## src/design/solver_cfg.svh

```systemverilog
`ifndef SOLVER_CFG_SVH
`define SOLVER_CFG_SVH

// Limb addressing and limb width
`define SOLVER_LIMB_INDEX_BITS 6
`define SOLVER_LIMB_BITS 27

// Entries per limb memory
`define SOLVER_LIMB_DEPTH (1 << `SOLVER_LIMB_INDEX_BITS)

// Full product of two limbs
`define SOLVER_PRODUCT_BITS (2 * `SOLVER_LIMB_BITS)

// Product plus headroom for carries summed over every limb position
`define SOLVER_ACC_BITS (`SOLVER_PRODUCT_BITS + `SOLVER_LIMB_INDEX_BITS)

`endif

```

## src/design/solver_pkg.sv

```systemverilog
`default_nettype none

`include "solver_cfg.svh"

package solver_pkg;

    typedef logic [`SOLVER_LIMB_BITS-1:0] limb_t;
    typedef logic [`SOLVER_LIMB_INDEX_BITS-1:0] index_t;
    typedef logic [`SOLVER_PRODUCT_BITS-1:0] product_t;
    typedef logic signed [`SOLVER_ACC_BITS-1:0] acc_t;

    // R-stage treatment of a z limb
    typedef enum logic [1:0] {
        neg_keep   = 2'd0,
        neg_invert = 2'd1,
        neg_negate = 2'd2
    } neg_sel_e;

    // Operand register a z limb is steered into
    typedef enum logic [1:0] {
        reg_to_a    = 2'd0,
        reg_to_b    = 2'd1,
        reg_no_load = 2'd2
    } reg_sel_e;

    typedef enum logic [2:0] {
        re_none      = 3'd0,
        re_twice     = 3'd1,
        re_twice_neg = 3'd2,
        re_once      = 3'd3,
        re_once_neg  = 3'd4
    } re_partial_e;

    typedef enum logic [1:0] {
        im_none      = 2'd0,
        im_twice     = 2'd1,
        im_twice_neg = 2'd2
    } im_partial_e;

    typedef enum logic [1:0] {
        acc_add         = 2'd0,
        acc_carry_add_c = 2'd1,
        acc_set         = 2'd2,
        acc_hold        = 2'd3
    } acc_sel_e;

    typedef struct packed {
        logic  cre_wr_en;
        logic  cim_wr_en;
        limb_t cre_limb;
        limb_t cim_limb;
    } load_t;

    typedef struct packed {
        index_t   c_ind;
        index_t   zre_ind;
        index_t   zim_ind;
        neg_sel_e zre_neg;
        neg_sel_e zim_neg;
        reg_sel_e zre_reg;
        reg_sel_e zim_reg;
    } read_cmd_t;

    typedef struct packed {
        re_partial_e zre_partial;
        im_partial_e zim_partial;
        acc_sel_e    zre_acc;
        acc_sel_e    zim_acc;
    } exec_cmd_t;

    typedef struct packed {
        logic   clear_lsd;
        logic   zre_wr_en;
        logic   zim_wr_en;
        index_t zre_wr_ind;
        index_t zim_wr_ind;
    } write_cmd_t;

    typedef struct packed {
        read_cmd_t  read_cmd;
        exec_cmd_t  exec_cmd;
        write_cmd_t write_cmd;
    } command_t;

    typedef struct packed {
        limb_t re;
        limb_t im;
    } limb_pair_t;

    typedef struct packed {
        logic   wr_en;
        index_t ind;
        limb_t  limb;
    } writeback_t;

endpackage

`default_nettype wire

```

## src/design/writeback_stage.sv

```systemverilog
`default_nettype none

module writeback_stage (
    input  logic                   clock,
    input  logic                   reset,
    input  solver_pkg::limb_t      zre_limb,
    input  solver_pkg::limb_t      zim_limb,
    input  solver_pkg::write_cmd_t write_cmd,
    output solver_pkg::writeback_t zre_wb,
    output solver_pkg::writeback_t zim_wb,
    output solver_pkg::index_t     zre_lsd,
    output solver_pkg::index_t     zim_lsd
);
    import solver_pkg::*;

    logic clear_lsd;

    // Highest index so far that received a nonzero limb
    function automatic index_t lsd_next(input index_t lsd, input writeback_t wb);
        if (wb.wr_en && wb.limb != '0 && wb.ind > lsd) begin
            return wb.ind;
        end
        return lsd;
    endfunction

    always_ff @(posedge clock) begin
        if (reset) begin
            zre_wb    <= '0;
            zim_wb    <= '0;
            clear_lsd <= 1'b0;
        end else begin
            zre_wb.wr_en <= write_cmd.zre_wr_en;
            zre_wb.ind   <= write_cmd.zre_wr_ind;
            zre_wb.limb  <= zre_limb;
            zim_wb.wr_en <= write_cmd.zim_wr_en;
            zim_wb.ind   <= write_cmd.zim_wr_ind;
            zim_wb.limb  <= zim_limb;
            clear_lsd    <= write_cmd.clear_lsd;
        end
    end

    // Updated on the same edge as the z memory write
    always_ff @(posedge clock) begin
        if (reset || clear_lsd) begin
            zre_lsd <= '0;
            zim_lsd <= '0;
        end else begin
            zre_lsd <= lsd_next(zre_lsd, zre_wb);
            zim_lsd <= lsd_next(zim_lsd, zim_wb);
        end
    end

endmodule

`default_nettype wire

```

## config.mk

```make
export PLATFORM = sky130hd
export DESIGN_NAME = writeback_stage
export DESIGN_NICKNAME = d
export VERILOG_FILES = /design/src/design/solver_pkg.sv /design/src/design/writeback_stage.sv
export VERILOG_INCLUDE_DIRS = /design/src /design/src/design
export SDC_FILE = /design/constraint.sdc
export NUM_CORES = 1
export LEC_CHECK = 0
export ABC_AREA = 1
export BUFFER_PORTS_ARGS = -buffer_cell sky130_fd_sc_hd__buf_2
export CORE_MARGIN = 1
export CORE_UTILIZATION = 49
export DETAILED_ROUTE_END_ITERATION = 8
export PLACE_DENSITY = 0.95
export SETUP_SLACK_MARGIN = 0.02
export SLEW_MARGIN = 20
export SYNTH_ARGS = -nofsm -noshare
export SYNTH_HDL_FRONTEND = slang
export SYNTH_SLANG_ARGS = --single-unit
```

## constraint.sdc

```tcl
create_clock -name clock -period 2 [get_ports clock]
set_input_delay 0.4 -clock clock [delete_from_list [all_inputs] [get_ports clock]]
set_output_delay 0.4 -clock clock [all_outputs]
set_load 0.1 [all_outputs]
```

Word-level counts from Yosys, hierarchy flattened
Index checks and enable logic that the tools add are counted.
{"block": "word_totals", "regBits": 81, "output_inout_bits": 80}
{"block": "classes", "magnitude_cmp": 2, "mux": 6, "n_reduce_logical": 7}
{"op": "nonzero test 27 bit", "n": 2}
{"op": "greater-than comparator 6 bit", "n": 2}
{"op": "2-to-1 mux 6 bit", "n": 2}
{"op": "logical AND 1 bit", "n": 4}
{"op": "2-to-1 mux 1 bit", "n": 4}
{"op": "logical OR 1 bit", "n": 1}

Depth between registers and ports, before layout
{"block": "logic_depth", "ltp_word": 5, "ltp_mapped": 10}

Least setup slack after synthesis
No wires, ideal clock.
{"block": "synth_path", "path_kind": "register to register", "start": "register zre_lsd[5]", "end": "register zre_lsd[1]", "arrival_time_ps": 2049, "t_required_ps": 1883, "path_slack_ps": -166, "stages_incl_launch_ff": 9, "path_buffers": 0, "synth_period_minus_slack_ps": 2166, "cell_sequence": "dfxtp_1 inv_1 ha_1 nand2_2 nor2_4 a31oi_2 nand3_4 nor2_1 nor2_1"}
{"block": "synth_via", "elab_chain_cells": 4}
{"element": "start: declaration", "line": "writeback_stage.sv:11", "text": "output solver_pkg::index_t zre_lsd,"}
{"element": "start signal: assignment", "line": "writeback_stage.sv:48", "text": "zre_lsd <= lsd_next(zre_lsd, zre_wb);"}
{"element": "greater-than comparator 6 bit", "line": "writeback_stage.sv:20", "text": "if (wb.wr_en && wb.limb != '0 && wb.ind > lsd) begin"}
{"element": "logical AND 1 bit", "line": "writeback_stage.sv:20"}
{"element": "2-to-1 mux 1 bit", "line": "writeback_stage.sv:20"}
{"element": "2-to-1 mux 1 bit", "line": "writeback_stage.sv:44", "text": "if (reset || clear_lsd) begin"}
No other way between the ends. The select of a mux whose other input is x is not followed.
A chain may end at the register's enable or synchronous reset.

Final worst setup path
{"block": "layout_path", "start": "register zim_lsd[3]", "end": "register zim_lsd[4]"}
{"block": "layout_via", "elab_chain_cells": 4}
{"element": "start: declaration", "line": "writeback_stage.sv:12", "text": "output solver_pkg::index_t zim_lsd"}
{"element": "start signal: assignment", "line": "writeback_stage.sv:49", "text": "zim_lsd <= lsd_next(zim_lsd, zim_wb);"}
{"element": "greater-than comparator 6 bit", "line": "writeback_stage.sv:20"}
{"element": "logical AND 1 bit", "line": "writeback_stage.sv:20"}
{"element": "2-to-1 mux 1 bit", "line": "writeback_stage.sv:20"}
{"element": "2-to-1 mux 1 bit", "line": "writeback_stage.sv:44"}
No other way between the ends. The select of a mux whose other input is x is not followed.

==> qor.csv <==
metric,value,unit
synth_top_cell_by_area,dfxtp_1,
relSlewSlack,66.3,%
fin_cells,656,
drv_slew,0,
place_congestion,0.828,
cp-end-kind,flop,
dpl.hpwl,5820,um
ctsHtreeMaxLevel,3,
grt_usage,23.3,%
hold_viol_final,0,
post_dp_cell_area,0.00401,mm2
critPathRequiredTime,2.24,ns
grt-ovfl-total,0,
die_h,82.3,um
top_layer,met4,
grt_pass1_vias,2850,
yosysTopAreaCellShare,51.3,%
syn_avg_cell_area,7.49,um2
io_buffers,150,
grt_pass1_wl,11700,um
fillers,473,
cts-buffers-inserted,9,
drtIter0Drc,68,
hp-class,in2reg,
ant_nets,0,
met1_length,2820,um
grt_antenna_before_repair,0,
cts_root_buf,clkbuf_8,
worstPathArrival,1.86,ns
finClkSkew,0.00887,ns
synth-seq-area-share,51.3,%
path_max_fanout,7,
boundaryPins,151,
core_area,0.00606,mm2
syn_inst,422,
syn_area,0.00316,mm2
place_inst,640,
synth_area_leaders,"dfxtp_1 51%, inv_1 15%, nor2_1 13%, nand2_1 5.8%, ha_1 4.8%",
routed_wirelength,7380,um
min_period_over_period,81.2,%
diodes,0,
power_leakage,2.54,nW
start_kind,flop,
start_util,52.1,%
synth_nets,505,
die_w,82.3,um
cts_resized,0,
fp-row-count,28,
post_cts_buffers,0,
max_stage_delay,0.33,ns
multi_input_area,0.00101,mm2
clock_path_buffers,2,
synth_cell_types,21,
fin_area,0.00423,mm2
max-vdd-ir-drop,0.569,mV
crit_type,reg2reg,
nNetsFinal,659,
crit_family,simple AND/OR/NAND/NOR gates,
power_density,992,mW/mm2
max_cap_violations,0,
crit_path_top_delay_cell,dfxtp_2,
fin_setup_tns,0,ns
cpMostUsedCell,inv_1,
clkTransAtPathRegs,0.08,ns
run_status,completed,
worstMarginPinSlew,0.505,ns
clock_sinks,81,
drive_gt1_share,35.1,%
synthToLayoutAreaGrowth,33.9,%
min_period,1.62,ns
via_per_inst,4.43,
wl_per_cell,11.2,um
routed-wl-met3,390,um
drc,0,
dieArea,0.00677,mm2
yosys_register_bits,81,
holdWs,0.247,ns
cp.buffers_inverters,3,
firstDrtPassIters,4,
wl_met2,3940,um
path_cells,inv_1 -> ha_1 -> nand2_1 -> inv_1 -> o21bai_1 -> nand3_4 -> nand3_4 -> nand2_1 -> inv_1 -> nor2_1,
cts_tree,yes,
seq_area,0.00165,mm2
setup_viol,0,
holdBufCountCts,0,
max_freq,616,MHz
yosys_warnings,0,
vias,2903,
rsz0062_at_grt,false,
grt_max_degree,44,
worst_skew_pair.late_latency,0.34,ns
==> worst reg2reg max path: cells and delay by family (launching register included) <==
family / cells / cell delay, ns
simple gates: 5 / 0.51
flops: 1 / 0.33
fa+ha+maj: 1 / 0.28
compound gates: 1 / 0.25
buf+inv: 3 / 0.17
==> cells by family after synthesis <==
logic type | synth area share (%)
flip-flops | 51.3
adder cells (fa/ha/maj) | 4.75
buffers and inverters | 16.7
AND/OR/NAND/NOR | 24.8
AO/OA/AOI/OAI | 2.41
==> registers in the layout (all words and copies together), names as in the netlist <==
| name | count |
|---|---|
| zim_lsd | 6 |
| zre_wb | 34 |
| zim_wb | 34 |
| zre_lsd | 6 |
| clear_lsd | 1 |
==> routing by layer <==
layer  vias to the layer above  GRT usage, %
met1                      1287          22.9
met4                         0          14.0
met3                        22          5.38
li1                       1494             -
met2                       100          44.1
met5                         -             0
==> layout by cell type (no fill, tap or decap), drive strengths merged, types with 4 or more instances in the layout <==
cell      n
buf     152
clkbuf   12
dfxtp    81
ha       12
inv     131
nand2    52
nand3     4
nand4    10
nor2    112
==> cells in the mapped netlist <==
library cell and count:
a31oi_4 1, a31oi_2 1, nand2_1 49, nor2_1 109
a21oi_1 2, nor2_4 2, dfxtp_1 81, nand3_2 1
nor3_1 1, inv_1 130, nand4_1 10, buf_2 3
o21ai_2 2, and2_1 2, o21bai_1 2, inv_2 1
clkbuf_1 6, ha_1 12, nand3_4 3, nand2_2 3
nor2_2 1
==> stage by stage <==
step / power (mW) / setup slack (ns) / util [%]
after floorplan: 2.72 / 0.0341 / -
after global placement: 2.91 / 0.554 / 66.2
after detailed placement: 2.94 / 0.448 / 66.2
after CTS: 4.23 / 0.390 / 69.8
after global routing: 4.37 / 0.269 / 69.8
final: 4.20 / 0.376 / 69.8
==> power breakdown <==
part,internal [mW],total [mW],switching (mW)
clock network,0.741,1.30,0.561
logic,0.229,1.14,0.913
registers,1.71,1.76,0.0477
==> cell type report <==
class	instances	share of cell area, %
Clock buffer	12	3.43
Clock inverter	4	1.80
Sequential cell	81	39.0
Timing Repair Buffer	152	18.1
Tap cell	75	2.22
Inverter	131	11.6
Multi-Input combinational cell	201	23.9
==> worst paths after layout <==
kind                                   start  slack (ns)  cells past startpoint          to
worst min-delay path            write_cmd[8]        0.25                      3  zre_wb[29]
worst max-delay path              zim_lsd[3]        0.38                     10  zim_lsd[4]
worst max register to register    zim_lsd[3]        0.38                     10  zim_lsd[4]
worst min register to register    zre_wb[31]        0.51                      2  zre_lsd[4]
No activity file was read; power rests on OpenSTA's default activity.
