File: config.mk
export PLATFORM = sky130hd
export DESIGN_NAME = multiply_stage
export DESIGN_NICKNAME = d
export VERILOG_FILES = /design/src/design/solver_pkg.sv /design/src/design/multiply_stage.sv
export VERILOG_INCLUDE_DIRS = /design/src /design/src/design
export SDC_FILE = /design/constraint.sdc
export NUM_CORES = 2
export LEC_CHECK = 0
export BUFFER_PORTS_ARGS = -buffer_cell sky130_fd_sc_hd__clkbuf_2
export CORE_MARGIN = 2
export CORE_UTILIZATION = 65
export CTS_CLUSTER_SIZE = 14
export DETAILED_ROUTE_END_ITERATION = 10
export PLACE_DENSITY = 0.84
export SYNTH_ARGS = -nofsm -noshare
export SYNTH_HDL_FRONTEND = slang
export SYNTH_SLANG_ARGS = --single-unit
export TNS_END_PERCENT = 5
File: constraint.sdc
create_clock -name clock -period 16.1 [get_ports clock]
set_input_delay 2.415 -clock clock [delete_from_list [all_inputs] [get_ports clock]]
set_output_delay 2.415 -clock clock [all_outputs]
set_load 0.1 [all_outputs]
File: src/design/solver_cfg.svh
`ifndef SOLVER_CFG_SVH
`define SOLVER_CFG_SVH

// Limb addressing and limb width
`define SOLVER_LIMB_INDEX_BITS 6
`define SOLVER_LIMB_BITS 27

// Entries per limb memory
`define SOLVER_LIMB_DEPTH (1 << `SOLVER_LIMB_INDEX_BITS)

// Full product of two limbs
`define SOLVER_PRODUCT_BITS (2 * `SOLVER_LIMB_BITS)

// Product plus headroom for carries summed over every limb position
`define SOLVER_ACC_BITS (`SOLVER_PRODUCT_BITS + `SOLVER_LIMB_INDEX_BITS)

`endif

File: src/design/solver_pkg.sv
`default_nettype none

`include "solver_cfg.svh"

package solver_pkg;

    typedef logic [`SOLVER_LIMB_BITS-1:0] limb_t;
    typedef logic [`SOLVER_LIMB_INDEX_BITS-1:0] index_t;
    typedef logic [`SOLVER_PRODUCT_BITS-1:0] product_t;
    typedef logic signed [`SOLVER_ACC_BITS-1:0] acc_t;

    // R-stage treatment of a z limb
    typedef enum logic [1:0] {
        neg_keep   = 2'd0,
        neg_invert = 2'd1,
        neg_negate = 2'd2
    } neg_sel_e;

    // Operand register a z limb is steered into
    typedef enum logic [1:0] {
        reg_to_a    = 2'd0,
        reg_to_b    = 2'd1,
        reg_no_load = 2'd2
    } reg_sel_e;

    typedef enum logic [2:0] {
        re_none      = 3'd0,
        re_twice     = 3'd1,
        re_twice_neg = 3'd2,
        re_once      = 3'd3,
        re_once_neg  = 3'd4
    } re_partial_e;

    typedef enum logic [1:0] {
        im_none      = 2'd0,
        im_twice     = 2'd1,
        im_twice_neg = 2'd2
    } im_partial_e;

    typedef enum logic [1:0] {
        acc_add         = 2'd0,
        acc_carry_add_c = 2'd1,
        acc_set         = 2'd2,
        acc_hold        = 2'd3
    } acc_sel_e;

    typedef struct packed {
        logic  cre_wr_en;
        logic  cim_wr_en;
        limb_t cre_limb;
        limb_t cim_limb;
    } load_t;

    typedef struct packed {
        index_t   c_ind;
        index_t   zre_ind;
        index_t   zim_ind;
        neg_sel_e zre_neg;
        neg_sel_e zim_neg;
        reg_sel_e zre_reg;
        reg_sel_e zim_reg;
    } read_cmd_t;

    typedef struct packed {
        re_partial_e zre_partial;
        im_partial_e zim_partial;
        acc_sel_e    zre_acc;
        acc_sel_e    zim_acc;
    } exec_cmd_t;

    typedef struct packed {
        logic   clear_lsd;
        logic   zre_wr_en;
        logic   zim_wr_en;
        index_t zre_wr_ind;
        index_t zim_wr_ind;
    } write_cmd_t;

    typedef struct packed {
        read_cmd_t  read_cmd;
        exec_cmd_t  exec_cmd;
        write_cmd_t write_cmd;
    } command_t;

    typedef struct packed {
        limb_t re;
        limb_t im;
    } limb_pair_t;

    typedef struct packed {
        logic   wr_en;
        index_t ind;
        limb_t  limb;
    } writeback_t;

endpackage

`default_nettype wire

File: src/design/multiply_stage.sv
`default_nettype none

module multiply_stage (
    input  logic                   clock,
    input  logic                   reset,
    input  solver_pkg::read_cmd_t  read_cmd,
    input  solver_pkg::exec_cmd_t  exec_cmd,
    input  solver_pkg::write_cmd_t write_cmd,
    input  solver_pkg::limb_pair_t c_pair,
    input  solver_pkg::limb_t      zre_raw,
    input  solver_pkg::limb_t      zim_raw,
    output solver_pkg::product_t   m1_product,
    output solver_pkg::product_t   m2_product,
    output solver_pkg::limb_pair_t x_c_pair,
    output solver_pkg::exec_cmd_t  x_exec_cmd,
    output solver_pkg::write_cmd_t x_write_cmd
);
    import solver_pkg::*;

    // Negated z limbs in the R stage
    limb_t      r_zre;
    limb_t      r_zim;

    // M-stage state
    limb_t      reg_a;
    limb_t      reg_b;
    limb_t      m_zre;
    limb_t      m_zim;
    limb_pair_t m_c_pair;
    exec_cmd_t  m_exec_cmd;
    write_cmd_t m_write_cmd;

    function automatic limb_t apply_neg(input limb_t limb, input neg_sel_e sel);
        case (sel)
            neg_invert: return ~limb;
            neg_negate: return ~limb + limb_t'(1);
            default:    return limb;
        endcase
    endfunction

    assign r_zre = apply_neg(zre_raw, read_cmd.zre_neg);
    assign r_zim = apply_neg(zim_raw, read_cmd.zim_neg);

    // R to M, zre wins when both limbs pick the same register
    always_ff @(posedge clock) begin
        if (reset) begin
            reg_a       <= '0;
            reg_b       <= '0;
            m_zre       <= '0;
            m_zim       <= '0;
            m_c_pair    <= '0;
            m_exec_cmd  <= '0;
            m_write_cmd <= '0;
        end else begin
            if (read_cmd.zre_reg == reg_to_a) begin
                reg_a <= r_zre;
            end else if (read_cmd.zim_reg == reg_to_a) begin
                reg_a <= r_zim;
            end

            if (read_cmd.zre_reg == reg_to_b) begin
                reg_b <= r_zre;
            end else if (read_cmd.zim_reg == reg_to_b) begin
                reg_b <= r_zim;
            end

            m_zre       <= r_zre;
            m_zim       <= r_zim;
            m_c_pair    <= c_pair;
            m_exec_cmd  <= exec_cmd;
            m_write_cmd <= write_cmd;
        end
    end

    // M to X, both unsigned multipliers
    always_ff @(posedge clock) begin
        if (reset) begin
            m1_product  <= '0;
            m2_product  <= '0;
            x_c_pair    <= '0;
            x_exec_cmd  <= '0;
            x_write_cmd <= '0;
        end else begin
            m1_product  <= product_t'(reg_a) * product_t'(reg_b);
            m2_product  <= product_t'(m_zre) * product_t'(m_zim);
            x_c_pair    <= m_c_pair;
            x_exec_cmd  <= m_exec_cmd;
            x_write_cmd <= m_write_cmd;
        end
    end

endmodule

`default_nettype wire

# Word-level counts from Yosys, hierarchy flattened
# Cells that the tools add are included.
[totals]
ff_bits = 372
output_inout_bits = 186
elab_cells = 50
[op_classes]
n_addsub = 2
n_mul = 2
n_eq_ne = 6
mux = 6
n_bitwise = 2
reduce_logical = 4
[op_table]
columns = ["op", "n"]
rows = [
  ["$mul 27x27->54", 2],
  ["$mux 27", 4],
  ["$pmux 27 s2", 2],
  ["$add 27x1->27 const B", 2],
  ["$not 27->27", 2],
  ["$eq 2x1->1 const B", 4],
  ["$eq 2x2->1 const B", 2],
  ["$logic_not 2->1", 2],
  ["$reduce_bool 2->1", 2],
]

# Depth between registers and ports, before layout
[logic_depth]
word_depth = 5
depth_mapped = 26
ltp_nobuf = 24

# Worst setup path before layout
# No wires, ideal clock.
[synth_path]
path_kind = "register -> register"
from = "register m_zim[3]"
to = "register m2_product[42]"
arrival_ps = 6930
t_required_ps = 15979
slack_ps = 9050
stages_incl_launch_ff = 26
synth_period_minus_slack_ps = 7050
path_cell_list = "dfxtp_1 -> clkbuf_1 -> clkbuf_1 -> nand2_1 -> fa_1 -> inv_1 -> fa_1 -> inv_1 -> fa_1 -> fa_1 -> fa_1 -> inv_1 -> fa_1 -> inv_1 -> fa_1 -> inv_1 -> ha_1 -> clkbuf_1 -> a211oi_1 -> nor3_1 -> a211oi_1 -> a31o_2 -> o311ai_0 -> a221o_1 -> a41oi_1 -> mux2_2"
[synth_via]
elab_chain_len = 1
[synth_rtl]
columns = ["item", "line", "text"]
rows = [
  ["from (decl)", "multiply_stage.sv:28", "limb_t m_zim;"],
  ["from (signal assigned)", "multiply_stage.sv:68", "m_zim <= r_zim;"],
  ["$mul 27x27->54", "multiply_stage.sv:85", "m2_product <= product_t'(m_zre) * product_t'(m_zim);"],
  ["to (signal assigned)", "multiply_stage.sv:85", ""],
  ["to (decl)", "multiply_stage.sv:13", "output solver_pkg::product_t m2_product,"],
]
# No other way between the ends.
# A chain may end at the register's enable or synchronous reset.

# Final worst setup path
[layout_path]
from = "register reg_b[4]"
to = "register m1_product[47]"
[layout_via]
elab_chain_len = 1
[layout_rtl]
columns = ["item", "line", "text"]
rows = [
  ["from (decl)", "multiply_stage.sv:26", "limb_t reg_b;"],
  ["from (signal assigned)", "multiply_stage.sv:62", "reg_b <= r_zre;"],
  ["from (signal assigned)", "multiply_stage.sv:64", "reg_b <= r_zim;"],
  ["$mul 27x27->54", "multiply_stage.sv:84", "m1_product <= product_t'(reg_a) * product_t'(reg_b);"],
  ["to (signal assigned)", "multiply_stage.sv:84", ""],
  ["to (decl)", "multiply_stage.sv:12", "output solver_pkg::product_t m1_product,"],
]
# No other way between the ends.

==> qor.yml <==
ys_seq_area_share_pct: 12.4
viasPerCell: 5.80
cts_tree: "built"
multi_input_area_um2: 45400
cts.repair.resized: 0
rows: 111
synth_top_cells_by_area: "fa_1 (42%), dfxtp_1 (12%), inv_1 (9.2%)"
synth-edff-count: 0
htree_levels: 2
grt_pass1_vias: 50196
powerDensity_nw_per_um2: 69.6
end_kind: "register"
ir_worst_vdd_v: 0.000119
syn-cell-area_um2: 59900
fp.dieW_um: 308
cpMostUsedCell: "fa_1"
cp_num_buf_inv: 5
yosysTopAreaCellShare_pct: 41.7
path_cells: "nand2_1 > fa_1 > inv_1 > fa_1 > inv_1 > fa_1 > fa_1 > inv_1 > fa_1 > fa_1 > inv_1 > fa_1 > inv_1 > ha_1 > a21oi_1 > o21ai_0 > o31ai_1 > or4b_2 > a211oi_1 > or3_1 > a21oi_1 > mux2_2"
cts_setup_buffers: 0
layout_min_cycle_time_ps: 8570
antenna_found_initial: 39
drive_above_1_share_pct: 7.78
gr-total-overflow: 0
die_h_um: 308
crit_path_max_incr_delay_ps: 1180
holdPathStages: 1
critPathLaunchType: "register"
r2r_start: "reg_b[4]"
async_flop_share_pct: 0
routed_wl_um: 168000
nFillCells: 6754
synth_commonest_cells: "inv_1 (1471), fa_1 (1248), nand2_1 (1026), and2_1 (579), clkbuf_1 (398)"
drv_cap: 0
cts_hold_buf: 0
first_iter_violations: 3833
reg2reg_to: "m1_product[47]"
ys_warn_count: 0
p_leak_nw: 32.6
grt_use_total_pct: 36.5
tns_ps: 0
ios: 346
yosysTopAreaCell: "fa_1"
layout.nets: 8688
clk_latency_ps: 620
grt_max_degree: 215
cp-startpoint: "reg_b[4]"
crit_required_ps: 16610
finalCritPeriodShare_pct: 53.2
cts.path.max_buffers: 3
die_area_um2: 94600
vias: 47201
synth_cells: 6824
dp_hpwl_um: 128000
slew_viol_final: 0
portBuffers: 327
drc_errors: 0
synth.most_common_cell: "inv_1"
status: "finished, final reports clean"
place_ws_ps: 7840
slowest_stage: "a211oi_1"
finalWorstSetupSlack_ps: 7530
start_util_pct: 65.5
relSlewSlack_pct: 2.82
gp_congestion: 1.03
crit_fanout: 16
maxClockFrequency_mhz: 117
routedWlPerCell_um: 20.6
timing.final.setup_violations: 0
syn-num-nets: 8624
core_um2: 91500
final_antenna_net_count: 0
synth_cell_type_count: 73
tightest_slew_ps: 1450
syn2layout_area_growth_pct: 6.50
hold_violations: 0
cts.sinks: 372
rsz0062_at_grt: "no"
seq_area_um2: 7450
hold_path_end: "x_write_cmd[3]"
ys.flop_type: "dfxtp_1"
clock-root-buffer: "clkbuf_16"
crit_type: "reg2reg"
ys_seq_elements: 372
clk_pin_slew_ps: 70
firstDrtPassIters: 6
skew_ps: 40.5
avgSynthCellArea_um2: 8.78
numCtsBuffers: 41
critPathArrivalTime_ps: 9070
critPathTopFamily: "adder cells"
hold_start: "m_write_cmd[3]"
reg2reg_depth: 22
hold_path_class: "reg2reg"
grt_pass1_wl_um: 267000
reg2reg_slack_ps: 7530
## power by group
group	total, mW	switching (mW)	internal [mW]
Sequential	1.08	0.0624	1.02
Clock	1.01	0.427	0.587
Combinational	2.35	1.67	0.676
Total	4.44	2.16	2.28
## worst max path at each step
stage | end | slack, ps | cells past startpoint
3_5_place_dp | m1_product[47] | 7840 | 22
2_1_floorplan | m2_product[42] | 9050 | 25
4_1_cts | m1_product[47] | 7820 | 22
3_3_place_gp | m1_product[47] | 7950 | 20
5_1_grt | m1_product[47] | 7340 | 22
6_report | m1_product[47] | 7530 | 22
## flip-flops by register name, indices dropped and copies added, names as in the netlist
register     count
x_write_cmd     15
m_exec_cmd       9
m_zim           27
m_c_pair        54
m1_product      54
m_zre           27
reg_b           27
m2_product      54
x_exec_cmd       9
m_write_cmd     15
x_c_pair        54
reg_a           27
## cell type report
class	instances	share of cell area (%)
timing repair buffer	432	3.84
antenna	32	0.126
clock inverter	22	0.508
inverter	1471	8.65
multi-input combinational	4570	71.2
clock buffer	52	1.72
sequential	372	11.7
tap	1186	2.33
## per-layer routing
metal / share of wire (%) / wire length, um / track usage, % / up-vias
met2: 46 / 77700 / 58.2 / 2590
met5: 0.12 / 207 / 0 / -
met3: 11 / 18100 / 9.49 / 781
met1: 35 / 58300 / 43.7 / 23432
met4: 7.9 / 13200 / 24.7 / 32
li1: - / - / - / 20366
## logic make-up after synthesis
family / Yosys count / synth area share (%)
flops: 372 / 12.4
simple gates: 2257 / 18.3
buf+inv: 1882 / 11.8
mux: 19 / 0.355
compound gates: 583 / 6.23
fa+ha+maj: 1640 / 49.9
xor+xnor: 71 / 1.04
## stage by stage
stage               utilization, %  cells  area (um2)  total power, mW  hold WS (ps)
floorplan                        -   6824       59900             2.77           414
global placement              68.1   8031       62300             3.36           417
detailed placement            68.1   8031       62300             3.41           423
CTS                           69.6   8105       63700             4.43           429
global route                  69.7   8122       63800             4.68           454
finish                        69.7   8137       63800             4.44           430
## cells in the final DEF (no fill, tap or decap), types with 11 or more instances in the layout
master / netlist / final
ha_1: 392 / 392
nor2b_1: 192 / 191
o21bai_1: 16 / 16
a21oi_1: 185 / 185
o211ai_1: 11 / 11
nand2_1: 1026 / 1026
xnor2_1: 49 / 49
a211oi_1: 22 / 22
a31oi_1: 15 / 15
a221o_1: 13 / 13
diode_2: 0 / 32
and2_1: 579 / 579
clkbuf_2: 0 / 326
xor2_1: 22 / 22
buf_4: 0 / 104
or3_1: 20 / 20
clkbuf_16: 0 / 41
o21a_1: 20 / 20
inv_1: 1471 / 1471
o31ai_1: 16 / 16
nand3_1: 26 / 26
dfxtp_1: 372 / 372
a21o_1: 75 / 75
nor2_1: 236 / 236
nor3_1: 63 / 62
nand4_1: 35 / 35
mux2_2: 18 / 18
o21ai_0: 118 / 118
nor4_1: 12 / 12
nand2b_1: 17 / 17
fa_1: 1248 / 1248
and3_1: 22 / 22
Power figures use the tool's default switching activity.
