File: config.mk
export PLATFORM = sky130hd
export DESIGN_NAME = accumulate_stage
export DESIGN_NICKNAME = d
export VERILOG_FILES = /design/src/design/solver_pkg.sv /design/src/design/accumulate_stage.sv
export VERILOG_INCLUDE_DIRS = /design/src /design/src/design
export SDC_FILE = /design/constraint.sdc
export NUM_CORES = 1
export LEC_CHECK = 0
export BUFFER_PORTS_ARGS = -buffer_cell sky130_fd_sc_hd__buf_2
export CORE_ASPECT_RATIO = 1.5
export CORE_MARGIN = 1.5
export CORE_UTILIZATION = 39
export DETAILED_ROUTE_END_ITERATION = 7
export GPL_ROUTABILITY_DRIVEN = 0
export PLACE_DENSITY_LB_ADDON = 0.25
export SETUP_SLACK_MARGIN = 0.5
export SYNTH_ARGS = -nofsm -noshare
export SYNTH_HDL_FRONTEND = slang
export SYNTH_SLANG_ARGS = --single-unit
File: constraint.sdc
create_clock -name clock -period 11.65 [get_ports clock]
set_input_delay 1.165 -clock clock [delete_from_list [all_inputs] [get_ports clock]]
set_output_delay 1.165 -clock clock [all_outputs]
set_load 0.02 [all_outputs]
File: src/design/solver_cfg.svh
`ifndef SOLVER_CFG_SVH
`define SOLVER_CFG_SVH

// Limb addressing and limb width
`define SOLVER_LIMB_INDEX_BITS 6
`define SOLVER_LIMB_BITS 27

// Entries per limb memory
`define SOLVER_LIMB_DEPTH (1 << `SOLVER_LIMB_INDEX_BITS)

// Full product of two limbs
`define SOLVER_PRODUCT_BITS (2 * `SOLVER_LIMB_BITS)

// Product plus headroom for carries summed over every limb position
`define SOLVER_ACC_BITS (`SOLVER_PRODUCT_BITS + `SOLVER_LIMB_INDEX_BITS)

`endif

File: src/design/solver_pkg.sv
`default_nettype none

`include "solver_cfg.svh"

package solver_pkg;

    typedef logic [`SOLVER_LIMB_BITS-1:0] limb_t;
    typedef logic [`SOLVER_LIMB_INDEX_BITS-1:0] index_t;
    typedef logic [`SOLVER_PRODUCT_BITS-1:0] product_t;
    typedef logic signed [`SOLVER_ACC_BITS-1:0] acc_t;

    // R-stage treatment of a z limb
    typedef enum logic [1:0] {
        neg_keep   = 2'd0,
        neg_invert = 2'd1,
        neg_negate = 2'd2
    } neg_sel_e;

    // Operand register a z limb is steered into
    typedef enum logic [1:0] {
        reg_to_a    = 2'd0,
        reg_to_b    = 2'd1,
        reg_no_load = 2'd2
    } reg_sel_e;

    typedef enum logic [2:0] {
        re_none      = 3'd0,
        re_twice     = 3'd1,
        re_twice_neg = 3'd2,
        re_once      = 3'd3,
        re_once_neg  = 3'd4
    } re_partial_e;

    typedef enum logic [1:0] {
        im_none      = 2'd0,
        im_twice     = 2'd1,
        im_twice_neg = 2'd2
    } im_partial_e;

    typedef enum logic [1:0] {
        acc_add         = 2'd0,
        acc_carry_add_c = 2'd1,
        acc_set         = 2'd2,
        acc_hold        = 2'd3
    } acc_sel_e;

    typedef struct packed {
        logic  cre_wr_en;
        logic  cim_wr_en;
        limb_t cre_limb;
        limb_t cim_limb;
    } load_t;

    typedef struct packed {
        index_t   c_ind;
        index_t   zre_ind;
        index_t   zim_ind;
        neg_sel_e zre_neg;
        neg_sel_e zim_neg;
        reg_sel_e zre_reg;
        reg_sel_e zim_reg;
    } read_cmd_t;

    typedef struct packed {
        re_partial_e zre_partial;
        im_partial_e zim_partial;
        acc_sel_e    zre_acc;
        acc_sel_e    zim_acc;
    } exec_cmd_t;

    typedef struct packed {
        logic   clear_lsd;
        logic   zre_wr_en;
        logic   zim_wr_en;
        index_t zre_wr_ind;
        index_t zim_wr_ind;
    } write_cmd_t;

    typedef struct packed {
        read_cmd_t  read_cmd;
        exec_cmd_t  exec_cmd;
        write_cmd_t write_cmd;
    } command_t;

    typedef struct packed {
        limb_t re;
        limb_t im;
    } limb_pair_t;

    typedef struct packed {
        logic   wr_en;
        index_t ind;
        limb_t  limb;
    } writeback_t;

endpackage

`default_nettype wire

File: src/design/accumulate_stage.sv
`default_nettype none

`include "solver_cfg.svh"

module accumulate_stage (
    input  logic                   clock,
    input  logic                   reset,
    input  solver_pkg::product_t   m1_product,
    input  solver_pkg::product_t   m2_product,
    input  solver_pkg::limb_pair_t c_pair,
    input  solver_pkg::exec_cmd_t  exec_cmd,
    input  solver_pkg::write_cmd_t write_cmd,
    output solver_pkg::limb_t      zre_limb,
    output solver_pkg::limb_t      zim_limb,
    output solver_pkg::write_cmd_t w_write_cmd
);
    import solver_pkg::*;

    acc_t zre_acc;
    acc_t zim_acc;
    acc_t zre_partial;
    acc_t zim_partial;
    acc_t zre_next;
    acc_t zim_next;

    // Zero-extend, optionally double, then negate modulo the accumulator width
    function automatic acc_t scale(input product_t product, input logic doubled,
                                   input logic negated);
        acc_t value;
        value = acc_t'(product);
        if (doubled) begin
            value = value << 1;
        end
        if (negated) begin
            value = -value;
        end
        return value;
    endfunction

    function automatic acc_t acc_update(input acc_sel_e sel, input acc_t partial,
                                        input acc_t acc, input limb_t c);
        case (sel)
            acc_add:         return partial + acc;
            // Keep only the signed carry out of the finished limb
            acc_carry_add_c: return partial + (acc >>> `SOLVER_LIMB_BITS) + acc_t'(c);
            acc_set:         return partial;
            default:         return acc;
        endcase
    endfunction

    always_comb begin
        case (exec_cmd.zre_partial)
            re_twice:     zre_partial = scale(m1_product, 1'b1, 1'b0);
            re_twice_neg: zre_partial = scale(m1_product, 1'b1, 1'b1);
            re_once:      zre_partial = scale(m1_product, 1'b0, 1'b0);
            re_once_neg:  zre_partial = scale(m1_product, 1'b0, 1'b1);
            default:      zre_partial = '0;
        endcase

        // Imaginary side only ever sees the 2*zre*zim term
        case (exec_cmd.zim_partial)
            im_twice:     zim_partial = scale(m2_product, 1'b1, 1'b0);
            im_twice_neg: zim_partial = scale(m2_product, 1'b1, 1'b1);
            default:      zim_partial = '0;
        endcase
    end

    assign zre_next = acc_update(exec_cmd.zre_acc, zre_partial, zre_acc, c_pair.re);
    assign zim_next = acc_update(exec_cmd.zim_acc, zim_partial, zim_acc, c_pair.im);

    always_ff @(posedge clock) begin
        if (reset) begin
            zre_acc <= '0;
            zim_acc <= '0;
        end else begin
            zre_acc <= zre_next;
            zim_acc <= zim_next;
        end
    end

    // Low limb of the updated value goes to the W stage
    assign zre_limb    = zre_next[`SOLVER_LIMB_BITS-1:0];
    assign zim_limb    = zim_next[`SOLVER_LIMB_BITS-1:0];
    assign w_write_cmd = write_cmd;

endmodule

`default_nettype wire

* Word level (Yosys, flattened, before mapping)
Cells that the tools add are included.
** Word-level totals
- Flip-flop bits (word level) :: 120
- Input bits :: 188
- Output and inout port bits :: 69
- Logic and storage cells :: 33
** Operators by class
- Add/sub/neg operators :: 9
- Equal/unequal tests :: 10
- Muxes and demuxes :: 6
- Reduce and logical (&&, ||, !) cells :: 4
** Operators with widths (count)
- one-hot mux 60 bit (3 select lines) :: 2
- one-hot mux 60 bit (4 select lines) :: 1
- adder 60 x 28 -> 60 bit :: 2
- adder 60 x 33 -> 60 bit :: 2
- adder 60 bit :: 2
- 2-to-1 mux 60 bit :: 2
- negator 60 bit :: 2
- one-hot mux 60 bit (2 select lines) :: 1
- negator 54 -> 60 bit :: 1
- == test 2 x 1 -> 1 bit (second input constant) :: 3
- == test 2 bit (second input constant) :: 3
- == test 3 x 2 -> 1 bit (second input constant) :: 2
- nonzero test 3 bit :: 2
- zero test 2 bit :: 2
- == test 3 x 1 -> 1 bit (second input constant) :: 1
- == test 3 bit (second input constant) :: 1

* Depth between registers and ports, before layout
Gate-level depths: netlist (run 1).
- Depth after elaboration :: 7
- Mapped depth :: 28

* Least setup slack after synthesis (run 1)
No wires, ideal clock.
- Path type :: in2out
- From :: in m2_product[0]
- To :: out zim_limb[23]
- Data arrival time :: 6.647 ns
- Data required time :: 10.485 ns
- Setup slack :: 3.838 ns
- Stages :: 25
- Path buffers :: 1
- Cell sequence :: inv_1 ha_1 nor4b_1 nand2_1 or3_1 or2_2 or3_1 or3_1 or2_2 nor3_1 o21ai_0 o21ai_0 fa_1 ha_1 a21o_1 a21o_1 a21oi_1 nand2_1 a2111oi_0 nand2b_1 o21bai_1 a21oi_1 xnor2_1 mux4_2 buf_4
** Between the ends
- Cells in the longest elaborated chain, start to end :: 6
** RTL lines
- start, declared :: RTL line accumulate_stage.sv:9 : input solver_pkg::product_t m2_product,
- 2-to-1 mux 60 bit :: RTL line accumulate_stage.sv:61 : case (exec_cmd.zim_partial)
- negator 60 bit :: RTL line accumulate_stage.sv:35 : value = -value;
- one-hot mux 60 bit (2 select lines) (*) :: RTL line accumulate_stage.sv:61
- adder 60 x 33 -> 60 bit :: RTL line accumulate_stage.sv:45 : acc_carry_add_c: return partial + (acc >>> `SOLVER_LIMB_BITS) + acc_t'(c);
- adder 60 x 28 -> 60 bit :: RTL line accumulate_stage.sv:45
- one-hot mux 60 bit (3 select lines) (*) :: RTL line accumulate_stage.sv:42 : case (sel)
- end, declared :: RTL line accumulate_stage.sv:14 : output solver_pkg::limb_t zim_limb,
Every way passes the cells marked *; elsewhere a longest branch is shown, timed or not. The select of a mux whose other input is x is not followed.

* Final worst setup path (run 1)
Ends and elaborated chain as after synthesis.

==> results of run 1 <==
## routing by layer
| layer | track usage | wire length [um] | vias to the layer above |
|---|---|---|---|
| met1 | 0.3099 | 38300 | 13586 |
| met2 | 0.5564 | 53980 | 1236 |
| met5 | 0 | 14 | - |
| li1 | - | - | 13546 |
| met3 | 0.04231 | 6185 | 415 |
| met4 | 0.2497 | 10040 | 2 |
## critical path, cell delays in order
cell,delay (ns)
buf_2,0.10
inv_1,0.07
ha_1,0.21
nor4b_1,0.44
nand2_1,0.20
or3_1,0.38
or2_2,0.31
or3_1,0.35
or3_1,0.36
or2_2,0.30
nor3_1,0.12
o21ai_0,0.08
o21ai_0,0.21
fa_1,0.52
ha_1,0.26
a21o_1,0.20
a21o_1,0.17
a21oi_1,0.17
nand2_1,0.07
a2111oi_0,0.59
buf_4,0.23
nand2b_1,0.14
o21bai_1,0.08
a21oi_1,0.18
xnor2_1,0.08
mux4_2,0.47
buf_2,0.18
## cell usage after synthesis, types with 9 or more instances
cell type,count
nor4_1,39
and4_1,15
o22ai_1,21
o211ai_1,26
xnor2_1,139
o221ai_1,13
clkbuf_1,192
o21bai_1,43
nand2b_1,48
dfxtp_1,120
o311ai_0,11
or3_1,36
a31oi_1,37
nor2_1,270
xor2_1,85
a2111oi_0,14
inv_1,78
or2_2,23
a21oi_1,334
nand3b_1,9
o31ai_1,44
nor3_1,111
nand4_1,61
nor3b_1,12
fa_1,57
mux4_2,55
a211oi_1,73
nor2b_1,72
mux2i_1,19
nand3_1,63
nand2_1,305
a311oi_1,10
o21ai_0,301
a21o_1,165
buf_4,69
ha_1,280
maj3_1,9
and2_1,52
o21a_1,28
a221oi_1,13
a22oi_1,35
a221o_1,11
or4_1,22
and3_1,39
## flip-flops by register name, indices dropped and copies added, names as in the netlist
signal and count:
zim_acc 60, zre_acc 60
## final timing paths
path / start / to / slack (ns) / cells after the start
min: zim_acc[41] / zim_acc[41] / 0.57 / 2
max reg2reg: zim_acc[28] / zim_acc[57] / 5.85 / 20
min reg2reg: zim_acc[41] / zim_acc[41] / 0.57 / 2
max: m2_product[0] / zim_limb[23] / 2.85 / 27
## report_power, final
group | total (W) | internal (W) | switching, W | leakage [nW]
Combinational | 0.00171 | 0.000666 | 0.00104 | 11.3
Clock | 0.000583 | 0.000346 | 0.000238 | 0.287
Sequential | 0.000538 | 0.000464 | 0.0000744 | 0.989
## cell families (layout without fill, tap and decap cells)
group | Yosys count | in the layout
buffers and inverters | 355 | 372
DFF | 120 | 120
xor gates and xnor gates | 224 | 224
AOI/OAI and AO/OA | 1278 | 1278
adders and majority gates | 346 | 346
other | 0 | 5
and+or+nand+nor | 1214 | 1214
muxes | 83 | 83
## stage by stage
stage	hold slack (ns)	total power [W]	cell area [sq um]
final	0.5725	0.002831	28440
after detailed placement	0.5635	0.002217	27840
after global routing	0.6062	0.003004	28430
after floorplan	0.4960	0.001786	26600
after CTS	0.5729	0.002809	28420
after global placement	0.5560	0.002214	27840
## cell type report
class,count,area share
clock buffers,23,0.01646
diodes,5,0.0004400
well taps,892,0.03925
inverters,80,0.01056
flip-flops and latches,120,0.08448
multi-input cells,3145,0.7952
repair buffers,261,0.04937
clock inverters,8,0.004268
==> metrics.yaml, run 1 <==
yosysWarningCount: 0
skew_ns: 0.01358
cts_tree: "built"
setup_viol: 0
slew_violations: 0
vias: 28785
cts_setup_buffers: 0
hold_viol_final: 0
cts_buffers: 17
wl_per_cell_um: 23.93
fin_nets: 4150
fin_setup_tns_ns: 0
drv_cap: 0
place_inst: 4498
synthAdderAreaFrac: 0.1780
fmax_ghz: 0.1136
grt_max_degree: 68
cts_sinks: 120
drive_above_1_share: 0.1144
antenna_found_initial: 4
final-seq-area_sq_um: 2402
finalWorstSetupSlack_ns: 2.847
grt_pass1_vias: 28406
path_clk_slew_ns: 0.06
max-vdd-ir-drop_mv: 0.1147
firstDrtPassIters: 5
final_cell_count_no_fill: 4534
post-route-min-period_ns: 8.803
power.density_nw_per_um2: 99.56
synth_area_per_cell_sq_um: 7.349
hpwl_um: 87460
ys_async_sr_fraction: 0
cp.required_ns: 10.49
ant_nets: 0
startpoint_type: "primary input"
drt_first_iter_violations: 2303
ys.flop_type: "dfxtp_1"
yosys.area_share.xor_xnor: 0.07375
die_area_sq_um: 69820
outcome: "finished, final reports clean"
synth_compound_area_frac: 0.3082
via_per_inst: 6.349
power.static_leakage_nw: 12.61
place_ws_ns: 2.879
yosysSeqAreaShare: 0.09031
yosys.area_share.simple: 0.2320
multi_input_area_sq_um: 22610
worstMarginPinSlew_ns: 1.398
start_util: 0.3933
syn-num-nets: 4145
synth.mux.area_fraction: 0.05766
cts-root-buf: "clkbuf_16"
n_fill_cell: 7187
die_h_um: 322.9
cts.hold.buffers_added: 0
numPortBuffers: 226
clock_latency_ns: 0.47
io-pin-count: 257
area_growth_syn_to_layout_pct: 6.900
period_share: 0.7556
syn_inst: 3620
slew_headroom: 0.05784
synth_seq_cells: 120
post_cts_resized: 0
synth_edf_count: 0
synth_top_family_by_area: "compound AO/OA/AOI/OAI gates"
grt.overflow.total: 0
worstSetupPathType: "in -> out"
final_common_cell: "a21oi_1"
row_count: 117
synth.largest_area_cell: "ha_1"
drc: 0
track_usage: 0.3055
layout_common_cells: "a21oi_1, nand2_1, o21ai_0"
htreeDepth: 4
utilization: 0.4205
cp_data_arrival_time_ns: 7.64
synth_top_area_frac: 0.1317
end_kind: "primary output"
cp_max_fo: 6
die_x_um: 216.2
rsz0062_at_grt: "false"
clockBufferDepth: 2
min_path_type: "reg -> reg"
synth_cell_types: 97
syn_area_sq_um: 26600
core-area_sq_um: 67630
grt_pass1_wl_um: 164700
wirelength_um: 108500
synth_area_leaders: "ha_1, dfxtp_1, a21oi_1"
(Power assumes the default switching activity.)
==> run 2, diff against run 1 <==
Clock period 11.65 ns to 8.74 ns, I/O delays scaled along.
==> metrics.yaml, run 2 (synthesized netlist as in run 1, its figures left out) <==
outcome: "finished, final reports clean"
hpwl_um: 87260  # -0.23%
die_x_um: 216.2  # unchanged
cts-root-buf: "clkbuf_16"
setup_viol: 0  # unchanged
firstDrtPassIters: 6  # +1
multi_input_area_sq_um: 22630  # about the same
period_share: 0.8947
antenna_found_initial: 13  # +9
cp_max_fo: 6  # unchanged
slew_headroom: 0.05506  # -0.002786
via_per_inst: 6.372  # +0.36%
cts_tree: "built"
area_growth_syn_to_layout_pct: 7.855
cp.required_ns: 7.87  # -2.62 ns
die_h_um: 322.9  # unchanged
power_w: 0.003849  # +36%
ant_nets: 0  # unchanged
track_usage: 0.3043  # -0.001147
numPortBuffers: 226  # unchanged
r2r-start: "zim_acc[28]"
power.density_nw_per_um2: 134.1  # +35%
r2r_cells: 19  # -5.0%
min_path_type: "reg -> reg"
crit_slowest_cell: "fa_1"
post-route-min-period_ns: 7.820
die_area_sq_um: 69820  # unchanged
drc: 0  # unchanged
p_seq_frac: 0.186  # -0.004
r2r-end: "zim_acc[57]"
worstSetupPathType: "in -> out"
combPwrFrac: 0.593  # -0.011
core-area_sq_um: 67630  # unchanged
clock_latency_ns: 0.48  # about the same
cts.hold.buffers_added: 0  # unchanged
wl_per_cell_um: 23.80  # -0.55%
max_stage_delay_ns: 0.52  # -0.07 ns
cp_data_arrival_time_ns: 6.95  # -0.69 ns
min_path_cells: 2  # unchanged
worstMarginPinSlew_ns: 1.405  # +0.006943 ns
grt_max_degree: 58  # -15%
holdWs_ns: 0.5748  # +0.002278 ns
n_fill_cell: 7133  # -0.75%
fin_area_sq_um: 28690  # +0.89%
fmax_ghz: 0.1279
swShare: 0.4688  # -0.009971
path_clk_slew_ns: 0.07  # about the same
startpoint_type: "primary input"
rrSetupSlack_ns: 3.10  # -2.75 ns
layout_common_cells: "a21oi_1, nand2_1, o21ai_0"
cts_buffers: 17  # unchanged
start_util: 0.3933  # unchanged
drive_above_1_share: 0.1203  # +0.005904
p_clk_frac: 0.221  # +0.015
vias: 29067  # +0.98%
cts_sinks: 120  # unchanged
slew_violations: 0  # unchanged
clockBufferDepth: 2  # unchanged
final-seq-area_sq_um: 2402  # unchanged
end_kind: "primary output"
p_sw_w: 0.001805  # +33%
hold_viol_final: 0  # unchanged
intPower_w: 0.002044  # +39%
grt_pass1_wl_um: 163900  # -0.50%
fin_nets: 4171  # +0.51%
startpoint: "m2_product[0]"
grt.overflow.total: 0  # unchanged
endpoint: "zim_limb[23]"
place_area_sq_um: 27990  # +0.57%
grt_pass1_vias: 28317  # -0.31%
power.static_leakage_nw: 12.75  # +1.1%
max-vdd-ir-drop_mv: 0.1586  # +38%
drt_first_iter_violations: 2212  # -4.0%
row_count: 117  # unchanged
wirelength_um: 108600  # about the same
reg_top3: "zim_acc x60, zre_acc x60"
drv_cap: 0  # unchanged
skew_ns: 0.01426  # +0.0006787 ns
io-pin-count: 257  # unchanged
rsz0062_at_grt: "true"
htreeDepth: 4  # unchanged
final_common_cell: "a21oi_1"
fin_setup_tns_ns: 0  # unchanged
cp_common_cell: "or3_1"
## run 2: cell count changes in the layout (fill, tap and decap cells not counted), sizes merged
cell | before | now
clkinv | 4 | 2
clkbuf | 23 | 24
clkinvlp | 1 | 0
diode | 5 | 12
bufinv | 3 | 5
buf | 261 | 282
## run 2: final cells by class
class / instances / area share
tap: 892 / 0.03890
inverter: 80 / 0.01047
clock inverter: 7 / 0.005713
sequential: 120 / 0.08373
multi-input combinational: 3145 / 0.7886
timing repair buffer: 282 / 0.05442
antenna: 12 / 0.001047
clock buffer: 24 / 0.01714
## run 2: metal layers
metal	up-vias	wire length, um	global-route usage
met5	-	16	0
met4	2	9687	0.2454
met3	397	6494	0.04899
met2	1265	54130	0.5548
met1	13798	38250	0.3055
li1	13605	-	-
## run 2: worst min path at each step
stage	slack, ns	from	to
2_1_floorplan	0.50	zim_acc[50]	zim_acc[50]
3_3_place_gp	0.54	zim_acc[41]	zim_acc[41]
3_5_place_dp	0.56	zim_acc[41]	zim_acc[41]
4_1_cts	0.56	zim_acc[41]	zim_acc[41]
5_1_grt	0.60	zim_acc[41]	zim_acc[41]
6_report	0.57	zim_acc[41]	zim_acc[41]
## run 2: timing repair
item | CTS | global route
buffers inserted | 0 | 0
setup endpoints to repair | 0 | 4
resized for setup | 0 | 2
## run 2: power by group through the flow
stage,clock (W),sequential [W],combinational [W]
after detailed placement,0,0.000722,0.00224
after CTS,0.000856,0.000712,0.00225
after global placement,0,0.000724,0.00223
after floorplan,0,0.000676,0.00171
final,0.000851,0.000716,0.00228
after global routing,0.000874,0.000720,0.00247
## run 2: worst max-delay path, delay by kind of cell
kind                       cells  cell delay, ns
and+or+nand+nor               10            2.52
buffers and inverters          4            0.55
muxes                          1            0.48
xor gates and xnor gates       1            0.08
AOI/OAI and AO/OA              8            1.45
adders and majority gates      3            0.99
## run 2: through the flow
stage,worst slack [ns],utilization,std cells
floorplan,1.511,-,3620
global placement,0.6449,0.4139,4519
detailed placement,0.6047,0.4139,4519
CTS,0.7382,0.4236,4550
global route,0.4464,0.4241,4558
finish,0.9200,0.4242,4562
